<file path="src/engine_cfg.svh">
// --------------------------------------------------
// Build sizes. FIFO depth must be a power of two, and
// the threshold must leave room for packets in flight
// --------------------------------------------------
`ifndef ENGINE_CFG_SVH
`define ENGINE_CFG_SVH

`define ENGINE_FIFO_DEPTH  16
`define ENGINE_PROG_THRESH 12

`define ENGINE_ADDR_W      32
`define ENGINE_DATA_W      32
`define ENGINE_WORD_BYTES  4

`endif

</file>
<file path="src/engine_pkg.sv">
// --------------------------------------------------
// Shared types. addr_t carries both byte addresses
// and vertex indices
// --------------------------------------------------
`include "engine_cfg.svh"

package engine_pkg;

    typedef logic [`ENGINE_ADDR_W-1:0] addr_t;
    typedef logic [`ENGINE_DATA_W-1:0] data_t;
    typedef logic [15:0]               count_t;

    // Destination of a memory response
    typedef logic [0:0] module_id_t;
    localparam module_id_t MODULE_CONFIG    = 1'b0;
    localparam module_id_t MODULE_GENERATOR = 1'b1;

    typedef logic [0:0] cmd_t;
    localparam cmd_t CMD_READ  = 1'b0;
    localparam cmd_t CMD_WRITE = 1'b1;

    // Selected by the low address bits of a config packet
    typedef logic [1:0] cfg_reg_t;
    localparam cfg_reg_t CFG_BASE  = 2'd0;
    localparam cfg_reg_t CFG_COUNT = 2'd1;
    localparam cfg_reg_t CFG_MODE  = 2'd2;

    typedef enum logic [1:0] {
        GEN_IDLE,
        GEN_RUN,
        GEN_DRAIN
    } gen_state_t;

endpackage : engine_pkg

</file>
<file path="src/pkt_stream_if.sv">
// --------------------------------------------------
// One packet stream. Source pushes only while
// prog_full is low
// --------------------------------------------------
`timescale 1ns/10ps

interface pkt_stream_if;

    logic                   valid;
    engine_pkg::module_id_t id;
    engine_pkg::cmd_t       cmd;
    engine_pkg::addr_t      addr;
    engine_pkg::data_t      data;
    logic                   prog_full;

    modport src (
        output valid, id, cmd, addr, data,
        input  prog_full
    );

    modport sink (
        input  valid, id, cmd, addr, data,
        output prog_full
    );

endinterface : pkt_stream_if

</file>
<file path="src/packet_fifo.sv">
// --------------------------------------------------
// Synchronous packet FIFO, DEPTH a power of two.
// Data is valid one cycle after pop. Never pop empty
// --------------------------------------------------
`timescale 1ns/10ps

module packet_fifo #(
    parameter int DEPTH       = 16,
    parameter int PROG_THRESH = 12
) (
    input  logic                   ap_clk,
    input  logic                   areset_csr_engine,
    input  logic                   push,
    input  engine_pkg::module_id_t id,
    input  engine_pkg::cmd_t       cmd,
    input  engine_pkg::addr_t      addr,
    input  engine_pkg::data_t      data,
    input  logic                   pop,
    output logic                   valid,
    output engine_pkg::module_id_t out_id,
    output engine_pkg::cmd_t       out_cmd,
    output engine_pkg::addr_t      out_addr,
    output engine_pkg::data_t      out_data,
    output logic                   empty,
    output logic                   prog_full
);

    localparam int PTR_W = $clog2(DEPTH);
    localparam int CNT_W = $clog2(DEPTH + 1);

    engine_pkg::module_id_t mem_id   [DEPTH];
    engine_pkg::cmd_t       mem_cmd  [DEPTH];
    engine_pkg::addr_t      mem_addr [DEPTH];
    engine_pkg::data_t      mem_data [DEPTH];

    logic [PTR_W-1:0] wr_ptr;
    logic [PTR_W-1:0] rd_ptr;
    logic [CNT_W-1:0] count;
    logic [CNT_W-1:0] count_next;

    assign empty      = (count == '0);
    assign count_next = count + CNT_W'(push) - CNT_W'(pop);

    // --------------------------------------------------
    // Pointers, occupancy and flags
    // --------------------------------------------------
    always_ff @(posedge ap_clk) begin
        if (areset_csr_engine) begin
            wr_ptr    <= '0;
            rd_ptr    <= '0;
            count     <= '0;
            valid     <= 1'b0;
            prog_full <= 1'b0;
        end else begin
            if (push) begin
                wr_ptr <= wr_ptr + 1'b1;
            end
            if (pop) begin
                rd_ptr <= rd_ptr + 1'b1;
            end
            count     <= count_next;
            valid     <= pop;
            // Flag reflects the fill level after this edge
            prog_full <= (count_next >= CNT_W'(PROG_THRESH));
        end
    end

    // Storage and output register
    always_ff @(posedge ap_clk) begin
        if (push) begin
            mem_id[wr_ptr]   <= id;
            mem_cmd[wr_ptr]  <= cmd;
            mem_addr[wr_ptr] <= addr;
            mem_data[wr_ptr] <= data;
        end
        if (pop) begin
            out_id   <= mem_id[rd_ptr];
            out_cmd  <= mem_cmd[rd_ptr];
            out_addr <= mem_addr[rd_ptr];
            out_data <= mem_data[rd_ptr];
        end
    end

    // Writer honours prog_full, reader checks empty
    assert property (@(posedge ap_clk) disable iff (areset_csr_engine)
        push |-> (count != CNT_W'(DEPTH)));
    assert property (@(posedge ap_clk) disable iff (areset_csr_engine)
        pop |-> !empty);

endmodule : packet_fifo

</file>
<file path="src/response_router.sv">
// --------------------------------------------------
// 1-to-2 memory response router. Pops only when no
// destination is holding off
// --------------------------------------------------
`timescale 1ns/10ps

module response_router (
    input  logic       ap_clk,
    input  logic       areset_csr_engine,
    pkt_stream_if.sink in,
    output logic       fifo_pop,
    input  logic       fifo_empty,
    pkt_stream_if.src  to_config,
    pkt_stream_if.src  to_generator
);

    logic hold;

    // Config side never fills, so in practice this is the generator
    assign hold         = to_config.prog_full || to_generator.prog_full;
    assign fifo_pop     = !fifo_empty && !hold;
    assign in.prog_full = hold;

    // --------------------------------------------------
    // Steer the popped packet by its module id
    // --------------------------------------------------
    assign to_config.valid = in.valid && (in.id == engine_pkg::MODULE_CONFIG);
    assign to_config.id    = in.id;
    assign to_config.cmd   = in.cmd;
    assign to_config.addr  = in.addr;
    assign to_config.data  = in.data;

    assign to_generator.valid = in.valid && (in.id == engine_pkg::MODULE_GENERATOR);
    assign to_generator.id    = in.id;
    assign to_generator.cmd   = in.cmd;
    assign to_generator.addr  = in.addr;
    assign to_generator.data  = in.data;

    // Input data only ever follows our own pop
    assert property (@(posedge ap_clk) disable iff (areset_csr_engine)
        in.valid |-> $past(fifo_pop));
    assert property (@(posedge ap_clk) disable iff (areset_csr_engine)
        $onehot0({to_config.valid, to_generator.valid}));

endmodule : response_router

</file>
<file path="src/rw_config_regs.sv">
// --------------------------------------------------
// Job registers. Writing COUNT arms a job, so it is
// written after BASE and MODE
// --------------------------------------------------
`timescale 1ns/10ps

module rw_config_regs (
    input  logic               ap_clk,
    input  logic               areset_csr_engine,
    pkt_stream_if.sink         cfg_in,
    output engine_pkg::addr_t  cfg_base,
    output engine_pkg::count_t cfg_count,
    output engine_pkg::cmd_t   cfg_mode,
    output logic               cfg_armed,
    input  logic               job_done
);

    engine_pkg::cfg_reg_t sel;

    assign sel              = engine_pkg::cfg_reg_t'(cfg_in.addr[1:0]);
    assign cfg_in.prog_full = 1'b0;

    always_ff @(posedge ap_clk) begin
        if (areset_csr_engine) begin
            cfg_armed <= 1'b0;
        end else if (cfg_in.valid && (sel == engine_pkg::CFG_COUNT)) begin
            cfg_armed <= 1'b1;
        end else if (job_done) begin
            cfg_armed <= 1'b0;
        end
    end

    // --------------------------------------------------
    // Register file
    // --------------------------------------------------
    always_ff @(posedge ap_clk) begin
        if (cfg_in.valid) begin
            case (sel)
                engine_pkg::CFG_BASE: begin
                    cfg_base <= engine_pkg::addr_t'(cfg_in.data);
                end
                engine_pkg::CFG_COUNT: begin
                    cfg_count <= engine_pkg::count_t'(cfg_in.data);
                end
                engine_pkg::CFG_MODE: begin
                    cfg_mode <= engine_pkg::cmd_t'(cfg_in.data[0]);
                end
                default: begin
                end
            endcase
        end
    end

    // Generator finishes only jobs that were armed here
    assert property (@(posedge ap_clk) disable iff (areset_csr_engine)
        job_done |-> cfg_armed);

endmodule : rw_config_regs

</file>
<file path="src/rw_generator.sv">
// --------------------------------------------------
// Turns engine packets into memory requests and hands
// read data back. A job of count 0 finishes at once
// --------------------------------------------------
`timescale 1ns/10ps
`include "engine_cfg.svh"

module rw_generator (
    input  logic               ap_clk,
    input  logic               areset_csr_engine,
    input  engine_pkg::addr_t  cfg_base,
    input  engine_pkg::count_t cfg_count,
    input  engine_pkg::cmd_t   cfg_mode,
    input  logic               cfg_armed,
    output logic               job_done,
    pkt_stream_if.sink         engine_in,
    output logic               engine_pop,
    input  logic               engine_empty,
    pkt_stream_if.sink         mem_rsp_in,
    pkt_stream_if.src          mem_req_out,
    pkt_stream_if.src          engine_req_out,
    output logic               done_out
);

    localparam engine_pkg::addr_t WORD_BYTES = `ENGINE_WORD_BYTES;

    engine_pkg::gen_state_t state;
    engine_pkg::gen_state_t state_next;
    engine_pkg::count_t     pop_cnt;
    engine_pkg::count_t     req_cnt;
    engine_pkg::count_t     rsp_cnt;
    logic                   out_full;
    logic                   finish;

    assign out_full   = mem_req_out.prog_full || engine_req_out.prog_full;
    assign engine_pop = (state == engine_pkg::GEN_RUN) && !engine_empty && !out_full &&
                        (pop_cnt != cfg_count);

    // Back-pressure seen by the feeding FIFOs
    assign engine_in.prog_full  = out_full;
    assign mem_rsp_in.prog_full = engine_req_out.prog_full;

    // --------------------------------------------------
    // Job FSM
    // --------------------------------------------------
    always_comb begin
        state_next = state;
        finish     = 1'b0;
        case (state)
            engine_pkg::GEN_IDLE: begin
                // Armed stays high for one cycle after job_done
                if (cfg_armed && !job_done) begin
                    state_next = engine_pkg::GEN_RUN;
                end
            end
            engine_pkg::GEN_RUN: begin
                if (req_cnt == cfg_count) begin
                    if (cfg_mode == engine_pkg::CMD_WRITE) begin
                        finish     = 1'b1;
                        state_next = engine_pkg::GEN_IDLE;
                    end else begin
                        state_next = engine_pkg::GEN_DRAIN;
                    end
                end
            end
            engine_pkg::GEN_DRAIN: begin
                if (rsp_cnt == cfg_count) begin
                    finish     = 1'b1;
                    state_next = engine_pkg::GEN_IDLE;
                end
            end
            default: begin
                state_next = engine_pkg::GEN_IDLE;
            end
        endcase
    end

    always_ff @(posedge ap_clk) begin
        if (areset_csr_engine) begin
            state                <= engine_pkg::GEN_IDLE;
            pop_cnt              <= '0;
            req_cnt              <= '0;
            rsp_cnt              <= '0;
            job_done             <= 1'b0;
            done_out             <= 1'b1;
            mem_req_out.valid    <= 1'b0;
            engine_req_out.valid <= 1'b0;
        end else begin
            state                <= state_next;
            job_done             <= finish;
            done_out             <= (state_next == engine_pkg::GEN_IDLE);
            mem_req_out.valid    <= engine_in.valid;
            engine_req_out.valid <= mem_rsp_in.valid;
            if (state == engine_pkg::GEN_IDLE) begin
                pop_cnt <= '0;
                req_cnt <= '0;
                rsp_cnt <= '0;
            end else begin
                pop_cnt <= pop_cnt + engine_pkg::count_t'(engine_pop);
                req_cnt <= req_cnt + engine_pkg::count_t'(engine_in.valid);
                rsp_cnt <= rsp_cnt + engine_pkg::count_t'(mem_rsp_in.valid);
            end
        end
    end

    // --------------------------------------------------
    // Request and response payloads
    // --------------------------------------------------
    always_ff @(posedge ap_clk) begin
        if (engine_in.valid) begin
            mem_req_out.id   <= engine_pkg::MODULE_GENERATOR;
            mem_req_out.cmd  <= cfg_mode;
            mem_req_out.addr <= cfg_base + engine_in.addr * WORD_BYTES;
            mem_req_out.data <= (cfg_mode == engine_pkg::CMD_WRITE) ? engine_in.data : '0;
        end
        if (mem_rsp_in.valid) begin
            engine_req_out.id   <= mem_rsp_in.id;
            engine_req_out.cmd  <= mem_rsp_in.cmd;
            engine_req_out.addr <= mem_rsp_in.addr;
            engine_req_out.data <= mem_rsp_in.data;
        end
    end

    // Read data comes back only while a job is open
    assert property (@(posedge ap_clk) disable iff (areset_csr_engine)
        mem_rsp_in.valid |-> (state != engine_pkg::GEN_IDLE));

endmodule : rw_generator

</file>
<file path="src/engine_read_write.sv">
// --------------------------------------------------
// Read/write engine top. Push only while prog_full is
// low; output valid follows rd_en by one cycle
// --------------------------------------------------
`timescale 1ns/10ps
`include "engine_cfg.svh"

module engine_read_write (
    input  logic                   ap_clk,
    input  logic                   areset_csr_engine,
    // Engine responses
    input  logic                   engine_rsp_valid,
    input  engine_pkg::addr_t      engine_rsp_addr,
    input  engine_pkg::data_t      engine_rsp_data,
    output logic                   engine_rsp_prog_full,
    // Memory responses
    input  logic                   mem_rsp_valid,
    input  engine_pkg::module_id_t mem_rsp_id,
    input  engine_pkg::addr_t      mem_rsp_addr,
    input  engine_pkg::data_t      mem_rsp_data,
    output logic                   mem_rsp_prog_full,
    // Memory requests
    input  logic                   mem_req_rd_en,
    output logic                   mem_req_valid,
    output engine_pkg::cmd_t       mem_req_cmd,
    output engine_pkg::addr_t      mem_req_addr,
    output engine_pkg::data_t      mem_req_data,
    // Engine requests
    input  logic                   engine_req_rd_en,
    output logic                   engine_req_valid,
    output engine_pkg::addr_t      engine_req_addr,
    output engine_pkg::data_t      engine_req_data,
    output logic                   done_out
);

    pkt_stream_if mem_rsp_if ();
    pkt_stream_if cfg_if ();
    pkt_stream_if gen_rsp_if ();
    pkt_stream_if eng_rsp_if ();
    pkt_stream_if mem_req_if ();
    pkt_stream_if eng_req_if ();

    logic               mem_rsp_pop;
    logic               mem_rsp_empty;
    logic               eng_rsp_pop;
    logic               eng_rsp_empty;
    logic               mem_req_empty;
    logic               eng_req_empty;
    engine_pkg::addr_t  cfg_base;
    engine_pkg::count_t cfg_count;
    engine_pkg::cmd_t   cfg_mode;
    logic               cfg_armed;
    logic               job_done;

    // --------------------------------------------------
    // Input FIFOs
    // --------------------------------------------------
    packet_fifo #(
        .DEPTH      (`ENGINE_FIFO_DEPTH),
        .PROG_THRESH(`ENGINE_PROG_THRESH)
    ) eng_rsp_fifo_inst (
        .ap_clk           (ap_clk),
        .areset_csr_engine(areset_csr_engine),
        .push             (engine_rsp_valid),
        .id               (engine_pkg::MODULE_GENERATOR),
        .cmd              (engine_pkg::CMD_WRITE),
        .addr             (engine_rsp_addr),
        .data             (engine_rsp_data),
        .pop              (eng_rsp_pop),
        .valid            (eng_rsp_if.valid),
        .out_id           (eng_rsp_if.id),
        .out_cmd          (eng_rsp_if.cmd),
        .out_addr         (eng_rsp_if.addr),
        .out_data         (eng_rsp_if.data),
        .empty            (eng_rsp_empty),
        .prog_full        (engine_rsp_prog_full)
    );

    packet_fifo #(
        .DEPTH      (`ENGINE_FIFO_DEPTH),
        .PROG_THRESH(`ENGINE_PROG_THRESH)
    ) mem_rsp_fifo_inst (
        .ap_clk           (ap_clk),
        .areset_csr_engine(areset_csr_engine),
        .push             (mem_rsp_valid),
        .id               (mem_rsp_id),
        .cmd              (engine_pkg::CMD_READ),
        .addr             (mem_rsp_addr),
        .data             (mem_rsp_data),
        .pop              (mem_rsp_pop),
        .valid            (mem_rsp_if.valid),
        .out_id           (mem_rsp_if.id),
        .out_cmd          (mem_rsp_if.cmd),
        .out_addr         (mem_rsp_if.addr),
        .out_data         (mem_rsp_if.data),
        .empty            (mem_rsp_empty),
        .prog_full        (mem_rsp_prog_full)
    );

    // --------------------------------------------------
    // Routing, configuration and generation
    // --------------------------------------------------
    response_router response_router_inst (
        .ap_clk           (ap_clk),
        .areset_csr_engine(areset_csr_engine),
        .in               (mem_rsp_if.sink),
        .fifo_pop         (mem_rsp_pop),
        .fifo_empty       (mem_rsp_empty),
        .to_config        (cfg_if.src),
        .to_generator     (gen_rsp_if.src)
    );

    rw_config_regs rw_config_regs_inst (
        .ap_clk           (ap_clk),
        .areset_csr_engine(areset_csr_engine),
        .cfg_in           (cfg_if.sink),
        .cfg_base         (cfg_base),
        .cfg_count        (cfg_count),
        .cfg_mode         (cfg_mode),
        .cfg_armed        (cfg_armed),
        .job_done         (job_done)
    );

    rw_generator rw_generator_inst (
        .ap_clk           (ap_clk),
        .areset_csr_engine(areset_csr_engine),
        .cfg_base         (cfg_base),
        .cfg_count        (cfg_count),
        .cfg_mode         (cfg_mode),
        .cfg_armed        (cfg_armed),
        .job_done         (job_done),
        .engine_in        (eng_rsp_if.sink),
        .engine_pop       (eng_rsp_pop),
        .engine_empty     (eng_rsp_empty),
        .mem_rsp_in       (gen_rsp_if.sink),
        .mem_req_out      (mem_req_if.src),
        .engine_req_out   (eng_req_if.src),
        .done_out         (done_out)
    );

    // --------------------------------------------------
    // Output FIFOs
    // --------------------------------------------------
    packet_fifo #(
        .DEPTH      (`ENGINE_FIFO_DEPTH),
        .PROG_THRESH(`ENGINE_PROG_THRESH)
    ) mem_req_fifo_inst (
        .ap_clk           (ap_clk),
        .areset_csr_engine(areset_csr_engine),
        .push             (mem_req_if.valid),
        .id               (mem_req_if.id),
        .cmd              (mem_req_if.cmd),
        .addr             (mem_req_if.addr),
        .data             (mem_req_if.data),
        .pop              (mem_req_rd_en && !mem_req_empty),
        .valid            (mem_req_valid),
        .out_id           (),
        .out_cmd          (mem_req_cmd),
        .out_addr         (mem_req_addr),
        .out_data         (mem_req_data),
        .empty            (mem_req_empty),
        .prog_full        (mem_req_if.prog_full)
    );

    packet_fifo #(
        .DEPTH      (`ENGINE_FIFO_DEPTH),
        .PROG_THRESH(`ENGINE_PROG_THRESH)
    ) eng_req_fifo_inst (
        .ap_clk           (ap_clk),
        .areset_csr_engine(areset_csr_engine),
        .push             (eng_req_if.valid),
        .id               (eng_req_if.id),
        .cmd              (eng_req_if.cmd),
        .addr             (eng_req_if.addr),
        .data             (eng_req_if.data),
        .pop              (engine_req_rd_en && !eng_req_empty),
        .valid            (engine_req_valid),
        .out_id           (),
        .out_cmd          (),
        .out_addr         (engine_req_addr),
        .out_data         (engine_req_data),
        .empty            (eng_req_empty),
        .prog_full        (eng_req_if.prog_full)
    );

endmodule : engine_read_write

</file>
<file path="config.mk">
export PLATFORM = sky130hd
export DESIGN_NAME = engine_read_write
export DESIGN_NICKNAME = d
export VERILOG_FILES = /design/src/engine_pkg.sv /design/src/pkt_stream_if.sv /design/src/packet_fifo.sv /design/src/response_router.sv /design/src/rw_config_regs.sv /design/src/rw_generator.sv /design/src/engine_read_write.sv
export VERILOG_INCLUDE_DIRS = /design/src
export SDC_FILE = /design/constraint.sdc
export NUM_CORES = 2
export LEC_CHECK = 0
export BUFFER_PORTS_ARGS = -buffer_cell sky130_fd_sc_hd__buf_4
export CORE_MARGIN = 2
export CORE_UTILIZATION = 35
export CTS_CLUSTER_SIZE = 25
export DETAILED_ROUTE_END_ITERATION = 6
export PLACE_DENSITY = 0.54
export SYNTH_ARGS = -nofsm -noshare
export SYNTH_HDL_FRONTEND = slang
export SYNTH_MEMORY_MAX_BITS = 65536
export SYNTH_SLANG_ARGS = --single-unit
</file>
<file path="constraint.sdc">
create_clock -name ap_clk -period 6.34 [get_ports ap_clk]
set_input_delay 0.634 -clock ap_clk [delete_from_list [all_inputs] [get_ports ap_clk]]
set_output_delay 0.634 -clock ap_clk [all_outputs]
set_load 0.02 [all_outputs]
</file>
# Word-level counts from Yosys, hierarchy flattened
# Memory sizes are Yosys's and may differ from the RTL's. A register that Yosys moved wholly into a read port is not among the register bits.
# Cells that the tools add are included.
[totals]
latchBits = 0
ramBits = 4128
elab_cells = 128
regBits = 293
mem_bits_ro = 0
n_memories = 10
[classes]
mux = 19
div = 0
n_reduce_logical = 30
n_addsub = 20
magnitude_cmp = 4
shift = 0
bitwise_logic = 1
n_eq_ne = 7
multipliers = 0
[mem_list]
columns = ["memory", "words", "width", "read_ports", "rd_clocked_by_memory_dff", "wr", "line", "text"]
rows = [
  ["eng_req_fifo_inst.mem_addr", 16, 32, 1, 1, 1, "packet_fifo.sv:33", "engine_pkg::addr_t mem_addr [DEPTH];"],
  ["eng_req_fifo_inst.mem_data", 16, 32, 1, 1, 1, "packet_fifo.sv:34", "engine_pkg::data_t mem_data [DEPTH];"],
  ["eng_rsp_fifo_inst.mem_addr", 16, 32, 1, 1, 1, "packet_fifo.sv:33", ""],
  ["eng_rsp_fifo_inst.mem_data", 16, 32, 1, 1, 1, "packet_fifo.sv:34", ""],
  ["mem_req_fifo_inst.mem_addr", 16, 32, 1, 1, 1, "packet_fifo.sv:33", ""],
  ["mem_req_fifo_inst.mem_data", 16, 32, 1, 1, 1, "packet_fifo.sv:34", ""],
  ["4 more memories", "n/a", "n/a", "n/a", "n/a", "n/a", "n/a", ""],
]
[ops]
columns = ["cell", "count"]
rows = [
  ["adder 16 x 1 -> 16 bit", 3],
  ["adder 32 bit", 1],
  ["adder 4 x 1 -> 4 bit (second input constant)", 8],
  ["equality test 16 bit", 2],
  ["adder 5 x 1 -> 5 bit", 4],
  ["greater-or-equal comparator 5 x 4 -> 1 bit (second input constant)", 4],
  ["zero test 5 bit", 4],
  ["subtractor 5 x 1 -> 5 bit", 4],
  ["inequality test 16 bit", 1],
  ["2-to-1 mux 1 bit", 13],
  ["logical AND 1 bit", 10],
  ["2-to-1 mux 2 bit", 4],
  ["zero test 1 bit", 7],
  ["zero test 2 bit", 3],
  ["case mux 2 bit (3 select lines)", 1],
  ["AND reduction 2 bit", 3],
  ["equality test 2 x 1 -> 1 bit (second input constant)", 2],
  ["equality test 2 bit (second input constant)", 2],
  ["case mux 1 bit (2 select lines)", 1],
  ["nonzero test 2 bit", 1],
  ["OR reduction 2 bit", 1],
  ["logical OR 1 bit", 1],
  ["inverter 1 bit", 1],
]

# Longest topological paths before layout
[depth]
word_depth = 7
ltp_mapped = 16
mapped_depth_nobuf = 15

# Cells and area by module
# A second synthesis with hierarchy kept.
[hier_totals]
cells_unflattened = 8013
hier_area_um2 = 180142.8
[by_module_without_submodules]
columns = ["mod", "area_per_inst_um2", "n_inst", "cells_per_inst"]
rows = [
  ["packet_fifo at eng_rsp_fifo_inst ...", 42245.5, 2, 1776],
  ["packet_fifo at eng_req_fifo_inst", 42243.0, 1, 1776],
  ["packet_fifo at mem_rsp_fifo_inst", 42241.8, 1, 1776],
  ["rw_generator", 8570.7, 1, 711],
  ["rw_config_regs", 1546.5, 1, 58],
  ["response_router", 1014.7, 1, 136],
  ["engine_read_write", 35.0, 1, 4],
]

# Least setup slack after synthesis
# OpenSTA, ideal clock, no wires.
[synth_path]
kind = "register to register"
from = "reg eng_req_fifo_inst.count[1]"
to = "reg eng_req_fifo_inst.prog_full"
stages_incl_launch_ff = 14
arrival_ns = 6.121
period_less_slack_ns = 6.252
setup_ns = 0.131
path_buffers = 0
required_time_ns = 6.209
slack_ns = 0.088
path_cell_list = "dfxtp_1 > inv_1 > a31oi_1 > ha_1 > inv_1 > ha_1 > inv_1 > fa_1 > inv_1 > a21oi_1 > nor2_1 > nor2_1 > xnor2_1 > o21ai_0"
[synth_via]
elab_chain_cells = 5
word_cells_on_any_way = 6
classes_between = "add/sub: 2; order compare: 1; reduce/logical: 3"
[synth_rtl]
columns = ["element", "line", "text"]
rows = [
  ["start: declaration", "packet_fifo.sv:38", "logic [CNT_W-1:0] count;"],
  ["start signal: assignment", "packet_fifo.sv:61", "count <= count_next;"],
  ["zero test 5 bit", "packet_fifo.sv:41", "assign empty = (count == '0);"],
  ["zero test 1 bit", "engine_read_write.sv:176", ".pop (engine_req_rd_en && !eng_req_empty),"],
  ["logical AND 1 bit", "engine_read_write.sv:176", ""],
  ["via eng_req_fifo_inst.pop", "packet_fifo.sv:18", "input logic pop,"],
  ["subtractor 5 x 1 -> 5 bit", "packet_fifo.sv:42", "assign count_next = count + CNT_W'(push) - CNT_W'(pop);"],
  ["greater-or-equal comparator 5 x 4 -> 1 bit", "packet_fifo.sv:64", "prog_full <= (count_next >= CNT_W'(PROG_THRESH));"],
  ["end signal: assignment", "packet_fifo.sv:64", ""],
  ["end: declaration", "packet_fifo.sv:25", "output logic prog_full"],
]
# The timed path passes the listed nets, and every way through them passes these cells.
# A chain may end at the register's enable or synchronous reset.

# Final worst setup path
[layout_path]
from = "reg eng_rsp_fifo_inst.count[2]"
to = "reg eng_rsp_fifo_inst.prog_full"
[layout_via]
elab_chain_cells = 7
word_cells_on_any_way = 8
classes_between = "add/sub: 2; order compare: 1; reduce/logical: 5"
[layout_rtl]
columns = ["element", "line"]
rows = [
  ["start: declaration", "packet_fifo.sv:38"],
  ["start signal: assignment", "packet_fifo.sv:61"],
  ["parallel branches: the longest is 5 deep, another holds adder 5 x 1 -> 5 bit", "n/a"],
  ["subtractor 5 x 1 -> 5 bit *", "packet_fifo.sv:42"],
  ["greater-or-equal comparator 5 x 4 -> 1 bit *", "packet_fifo.sv:64"],
  ["end signal: assignment", "packet_fifo.sv:64"],
  ["end: declaration", "packet_fifo.sv:25"],
]
# Mark *: on every way between the ends.

==> impl_summary.md <==
Status
The run finished with clean final reports.

Layout
The count of fill cells added during filler insertion is 43124. After routing the design area is 201000 um2. Compared with the post-synthesis result, the final layout area differs by 14.8%. The sequential cell area in the final layout is 138000 um2. The multi-input gate area in the final layout is 34600 um2. The final-stage net count is 7985. The share of cells above drive strength 1 is 29.4%.

Power and ir drop
The switching share of total power is 24.7%. The clock network burns 35.8% of the power. Cell internal power was estimated by the tool at 55.7 mW. The power spent charging and discharging nets is 18.3 mW.

Power spread over the standard cell area amounts to 369 nW/um2. The design draws 74.0 mW. Combinational cells account for 13.8% of the total power. Sequential cells burn 50.4% of the power. The analysis attributes to cell leakage a power of 60.7 nW.

IR analysis of the VDD net gives a maximum drop of 285 uV.

STA
Setup repair after global routing left no endpoint under its margin. Derived from the worst setup path, the maximum achievable clock frequency is 0.288 GHz. In this run the tightest slew margin relative to its limit is 20.2%. The post-route worst setup slack is 2.86 ns. Dividing the final minimum period by the clock period gives 54.8%. The final-report hold violation count is 0. At the pin with the least slew margin, the transition time is 1.19 ns. Setup total negative slack on the finished layout was measured at 0 ns. Clock skew on the completed layout was measured at 0.103 ns. Setup violations remaining at the end of the flow were counted as 0. Counting I/O delays and the setup requirement, the final critical path takes 3.48 ns. The count of pins over their slew limit is 0.

Route
The average detailed-routed wire length per instance is 28.2 um. The detailed-routing iteration count for the pre-antenna-repair pass is 5. The first routing iteration left 7156 violations.

In the routed design, unresolved DRC markers number 0. The detail route stage leaves a number of antenna-violating nets equal to 0. The final layout contains routed wiring with a total length of 419000 um.

The number of vias per cell is 5.15. The via total after detailed routing is 76415.

Clock network
The number of buffers created by CTS is 463. The H-tree level count is 5. After clock tree synthesis, the clock-pin slew on the worst setup and hold paths is 0.06 ns.

The root buffer cell is sky130_fd_sc_hd__clkbuf_16. The clock drives 4645 sinks. The later-pin clock latency in the skew report is 1.01 ns.

The count of cells resized by post-cts repair is 0. TritonCTS built the clock tree. The clock tree buffer depth is 4.

Global routing
The number of antenna violations at the first check in global routing is 94. The number of global-route vias before repair is 80216. Global routing consumed, over all layers together, 16.3% of the routing resources. Entering global routing, the biggest net connects 146 pins. The first global-routing pass estimated 593000 um of wire. The total overflow left after global routing is 0.

Placement
Once placement finished, the instance area stood at 185000 um2. Prior to clock tree synthesis, the placed netlist has a worst setup slack of 2.62 ns. The detailed placement HPWL is 224000 um. Routability-driven placement finished with a final weighted congestion of 0.779. In this run the tool buffered the top-level ports with 266 buffer cells.

Synthesis
Averaged over all synthesized cells, the footprint is 24.6 um2. The share of synthesized flip-flops with an asynchronous set or reset is 0%. Yosys mapped a number of flops with a built-in enable equal to 4530. The number of nets in the synthesized netlist is 7330.

In the synthesized netlist, the number of instances is 7109. In this run, synthesis produced a sequential element count of 4645. After synthesis the cells add up to 175000 um2. The top flip-flop cell by instance count after synthesis is sky130_fd_sc_hd__edfxtp_1.

For this run, the number of Yosys warnings is 0. The share of the Yosys chip area taken by registers is 79.2%. The post-synthesis cell type count is 59.

Min path
In this run the worst hold path is classified as in2reg.

Die
The area of the core region is 497000 um2. The floorplan has 259 rows. Measured along the x axis, the die boundary spans 711 um. The initial standard-cell utilization of the core is 35.1%. The die covers 505000 um2. The top-level port count is 269.

The height of the die is 711 um.

Run
Max-cap violations in this run came to 0.

Critical path
The class of the most critical setup path is reg2reg. For the worst setup path, the data arrival time is 4.28 ns. In this run the worst path has a maximum fanout of 10.

The critical path startpoint category is a flop. STA puts the critical path data required time at 7.14 ns. The nature of the critical path endpoint is a flop.
-- layout make-up --
type	instances	area share [%]
Sequential cell	4645	69.0
Multi-Input combinational cell	2078	17.3
Clock buffer	580	6.09
Tap cell	6655	4.15
Timing Repair Buffer	514	2.19
Clock inverter	283	1.19
Inverter	62	0.116
Antenna cell	25	0.0312
-- sequential cells by signal (all words and copies together), names as in the netlist, 480 cells and up --
register	cells
mem_req_fifo_inst.mem_data	512
mem_req_fifo_inst.mem_addr	512
eng_req_fifo_inst.mem_addr	512
eng_req_fifo_inst.mem_data	512
mem_rsp_fifo_inst.mem_data	512
eng_rsp_fifo_inst.mem_data	512
mem_rsp_fifo_inst.mem_addr	512
eng_rsp_fifo_inst.mem_addr	480
-- worst max-delay path, cell delays in order, from the launching register on --
cell and delay, ns:
sky130_fd_sc_hd__dfxtp_1 0.36, sky130_fd_sc_hd__inv_1 0.08, sky130_fd_sc_hd__ha_1 0.19, sky130_fd_sc_hd__nor4b_1 0.14, sky130_fd_sc_hd__or4b_1 0.70, sky130_fd_sc_hd__or3_1 0.44, sky130_fd_sc_hd__nand2_1 0.08, sky130_fd_sc_hd__ha_1 0.17
sky130_fd_sc_hd__inv_1 0.06, sky130_fd_sc_hd__fa_1 0.42, sky130_fd_sc_hd__inv_1 0.08, sky130_fd_sc_hd__a21oi_1 0.07, sky130_fd_sc_hd__nor2_1 0.09, sky130_fd_sc_hd__nor2_1 0.06, sky130_fd_sc_hd__xnor2_1 0.21, sky130_fd_sc_hd__o21ai_0 0.11
-- repair_timing --
item	CTS	global route
hold buffers	131	0
setup buffers	0	0
endpoints found under the hold margin	2042	0
-- synth_stat cells (all sizes together) (14+ instances only) --
master	instances	area share, %
a21oi	43	0.13
nor2b	14	0.050
and2	105	0.38
o21ai	21	0.060
nand3	28	0.080
buf	179	0.71
nand2	55	0.12
inv	62	0.13
clkbuf	145	0.31
a21o	15	0.064
ha	81	0.58
edfxtp	4530	78
xnor2	84	0.42
dfxtp	115	1.3
mux4	1280	16
nand4	28	0.10
nor2	120	0.26
xor2	63	0.32
and3	15	0.054
-- routing by layer --
layer  global-route usage (%)  vias to the layer above  wire [um]
li1                         -                    31781          -
met1                     22.0                    41902     175000
met2                     28.0                     2032     213000
met3                     2.31                      670      21000
met4                     3.79                       30      10100
met5                        0                        -        207
-- kinds of logic after synthesis --
| family | Yosys count | share of synthesized area, % |
|---|---|---|
| compound gates | 129 | 0.478 |
| xor+xnor | 147 | 0.737 |
| fa+ha+maj | 86 | 0.637 |
| buf+inv | 386 | 1.15 |
| flops | 4645 | 79.2 |
| mux | 1290 | 16.6 |
| simple gates | 426 | 1.29 |
-- power groups by stage --
stage	registers, mW	clock network [mW]	logic, mW
after floorplan	37.1	0	7.36
after global placement	37.9	0	10.3
after detailed placement	38.0	0	10.4
after CTS	37.4	27.0	10.5
after global routing	37.5	28.2	11.0
final	37.3	26.5	10.2
-- final timing paths --
path                                                          startpoint                                                   to  slack [ns]  cells past startpoint
worst max-delay path               eng_rsp_fifo_inst.count[2]$_SDFF_PP0_               eng_rsp_fifo_inst.prog_full$_SDFF_PP0_        2.86                     15
worst min-delay path                                       mem_req_rd_en             mem_req_fifo_inst.out_addr[17]$_DFFE_PP_        0.32                      2
worst max register to register     eng_rsp_fifo_inst.count[2]$_SDFF_PP0_               eng_rsp_fifo_inst.prog_full$_SDFF_PP0_        2.86                     15
worst min register to register  mem_rsp_fifo_inst.out_addr[11]$_DFFE_PP_  rw_generator_inst.engine_req_out.addr[11]$_DFFE_PP_        0.43                      0
-- stage by stage --
step           hold WS (ns)  util [%]  std cells
2_1_floorplan         0.400         -       7109
3_3_place_gp          0.411      37.1      13823
3_5_place_dp          0.408      37.1      13823
4_1_cts               0.233      40.3      14817
5_1_grt               0.322      40.3      14825
6_report              0.323      40.3      14842
-- cell usage in the layout (no fill, tap or decap), types with 8 or more instances in the layout --
master,instances
sky130_fd_sc_hd__clkinv_2,91
sky130_fd_sc_hd__a21oi_1,42
sky130_fd_sc_hd__nand3_1,28
sky130_fd_sc_hd__dfxtp_1,98
sky130_fd_sc_hd__clkinv_1,119
sky130_fd_sc_hd__nand2_1,55
sky130_fd_sc_hd__clkinvlp_4,15
sky130_fd_sc_hd__xnor2_1,84
sky130_fd_sc_hd__a211oi_1,8
sky130_fd_sc_hd__xor2_1,63
sky130_fd_sc_hd__mux2i_1,10
sky130_fd_sc_hd__nand4_1,28
sky130_fd_sc_hd__clkbuf_1,106
sky130_fd_sc_hd__dlygate4sd3_1,131
sky130_fd_sc_hd__or3_1,12
sky130_fd_sc_hd__ha_1,81
sky130_fd_sc_hd__bufinv_16,34
sky130_fd_sc_hd__o21ai_0,20
sky130_fd_sc_hd__clkbuf_16,470
sky130_fd_sc_hd__nor4_1,8
sky130_fd_sc_hd__and2_1,40
sky130_fd_sc_hd__buf_4,367
sky130_fd_sc_hd__diode_2,25
sky130_fd_sc_hd__and2_4,65
sky130_fd_sc_hd__nor2b_1,14
sky130_fd_sc_hd__and3_1,15
sky130_fd_sc_hd__inv_1,62
sky130_fd_sc_hd__dfxtp_4,17
sky130_fd_sc_hd__edfxtp_1,4530
sky130_fd_sc_hd__inv_6,11
sky130_fd_sc_hd__buf_12,16
sky130_fd_sc_hd__mux4_2,1280
sky130_fd_sc_hd__nor3_1,12
sky130_fd_sc_hd__a21o_1,15
sky130_fd_sc_hd__nor2_1,118
(Power assumes the default switching activity.)
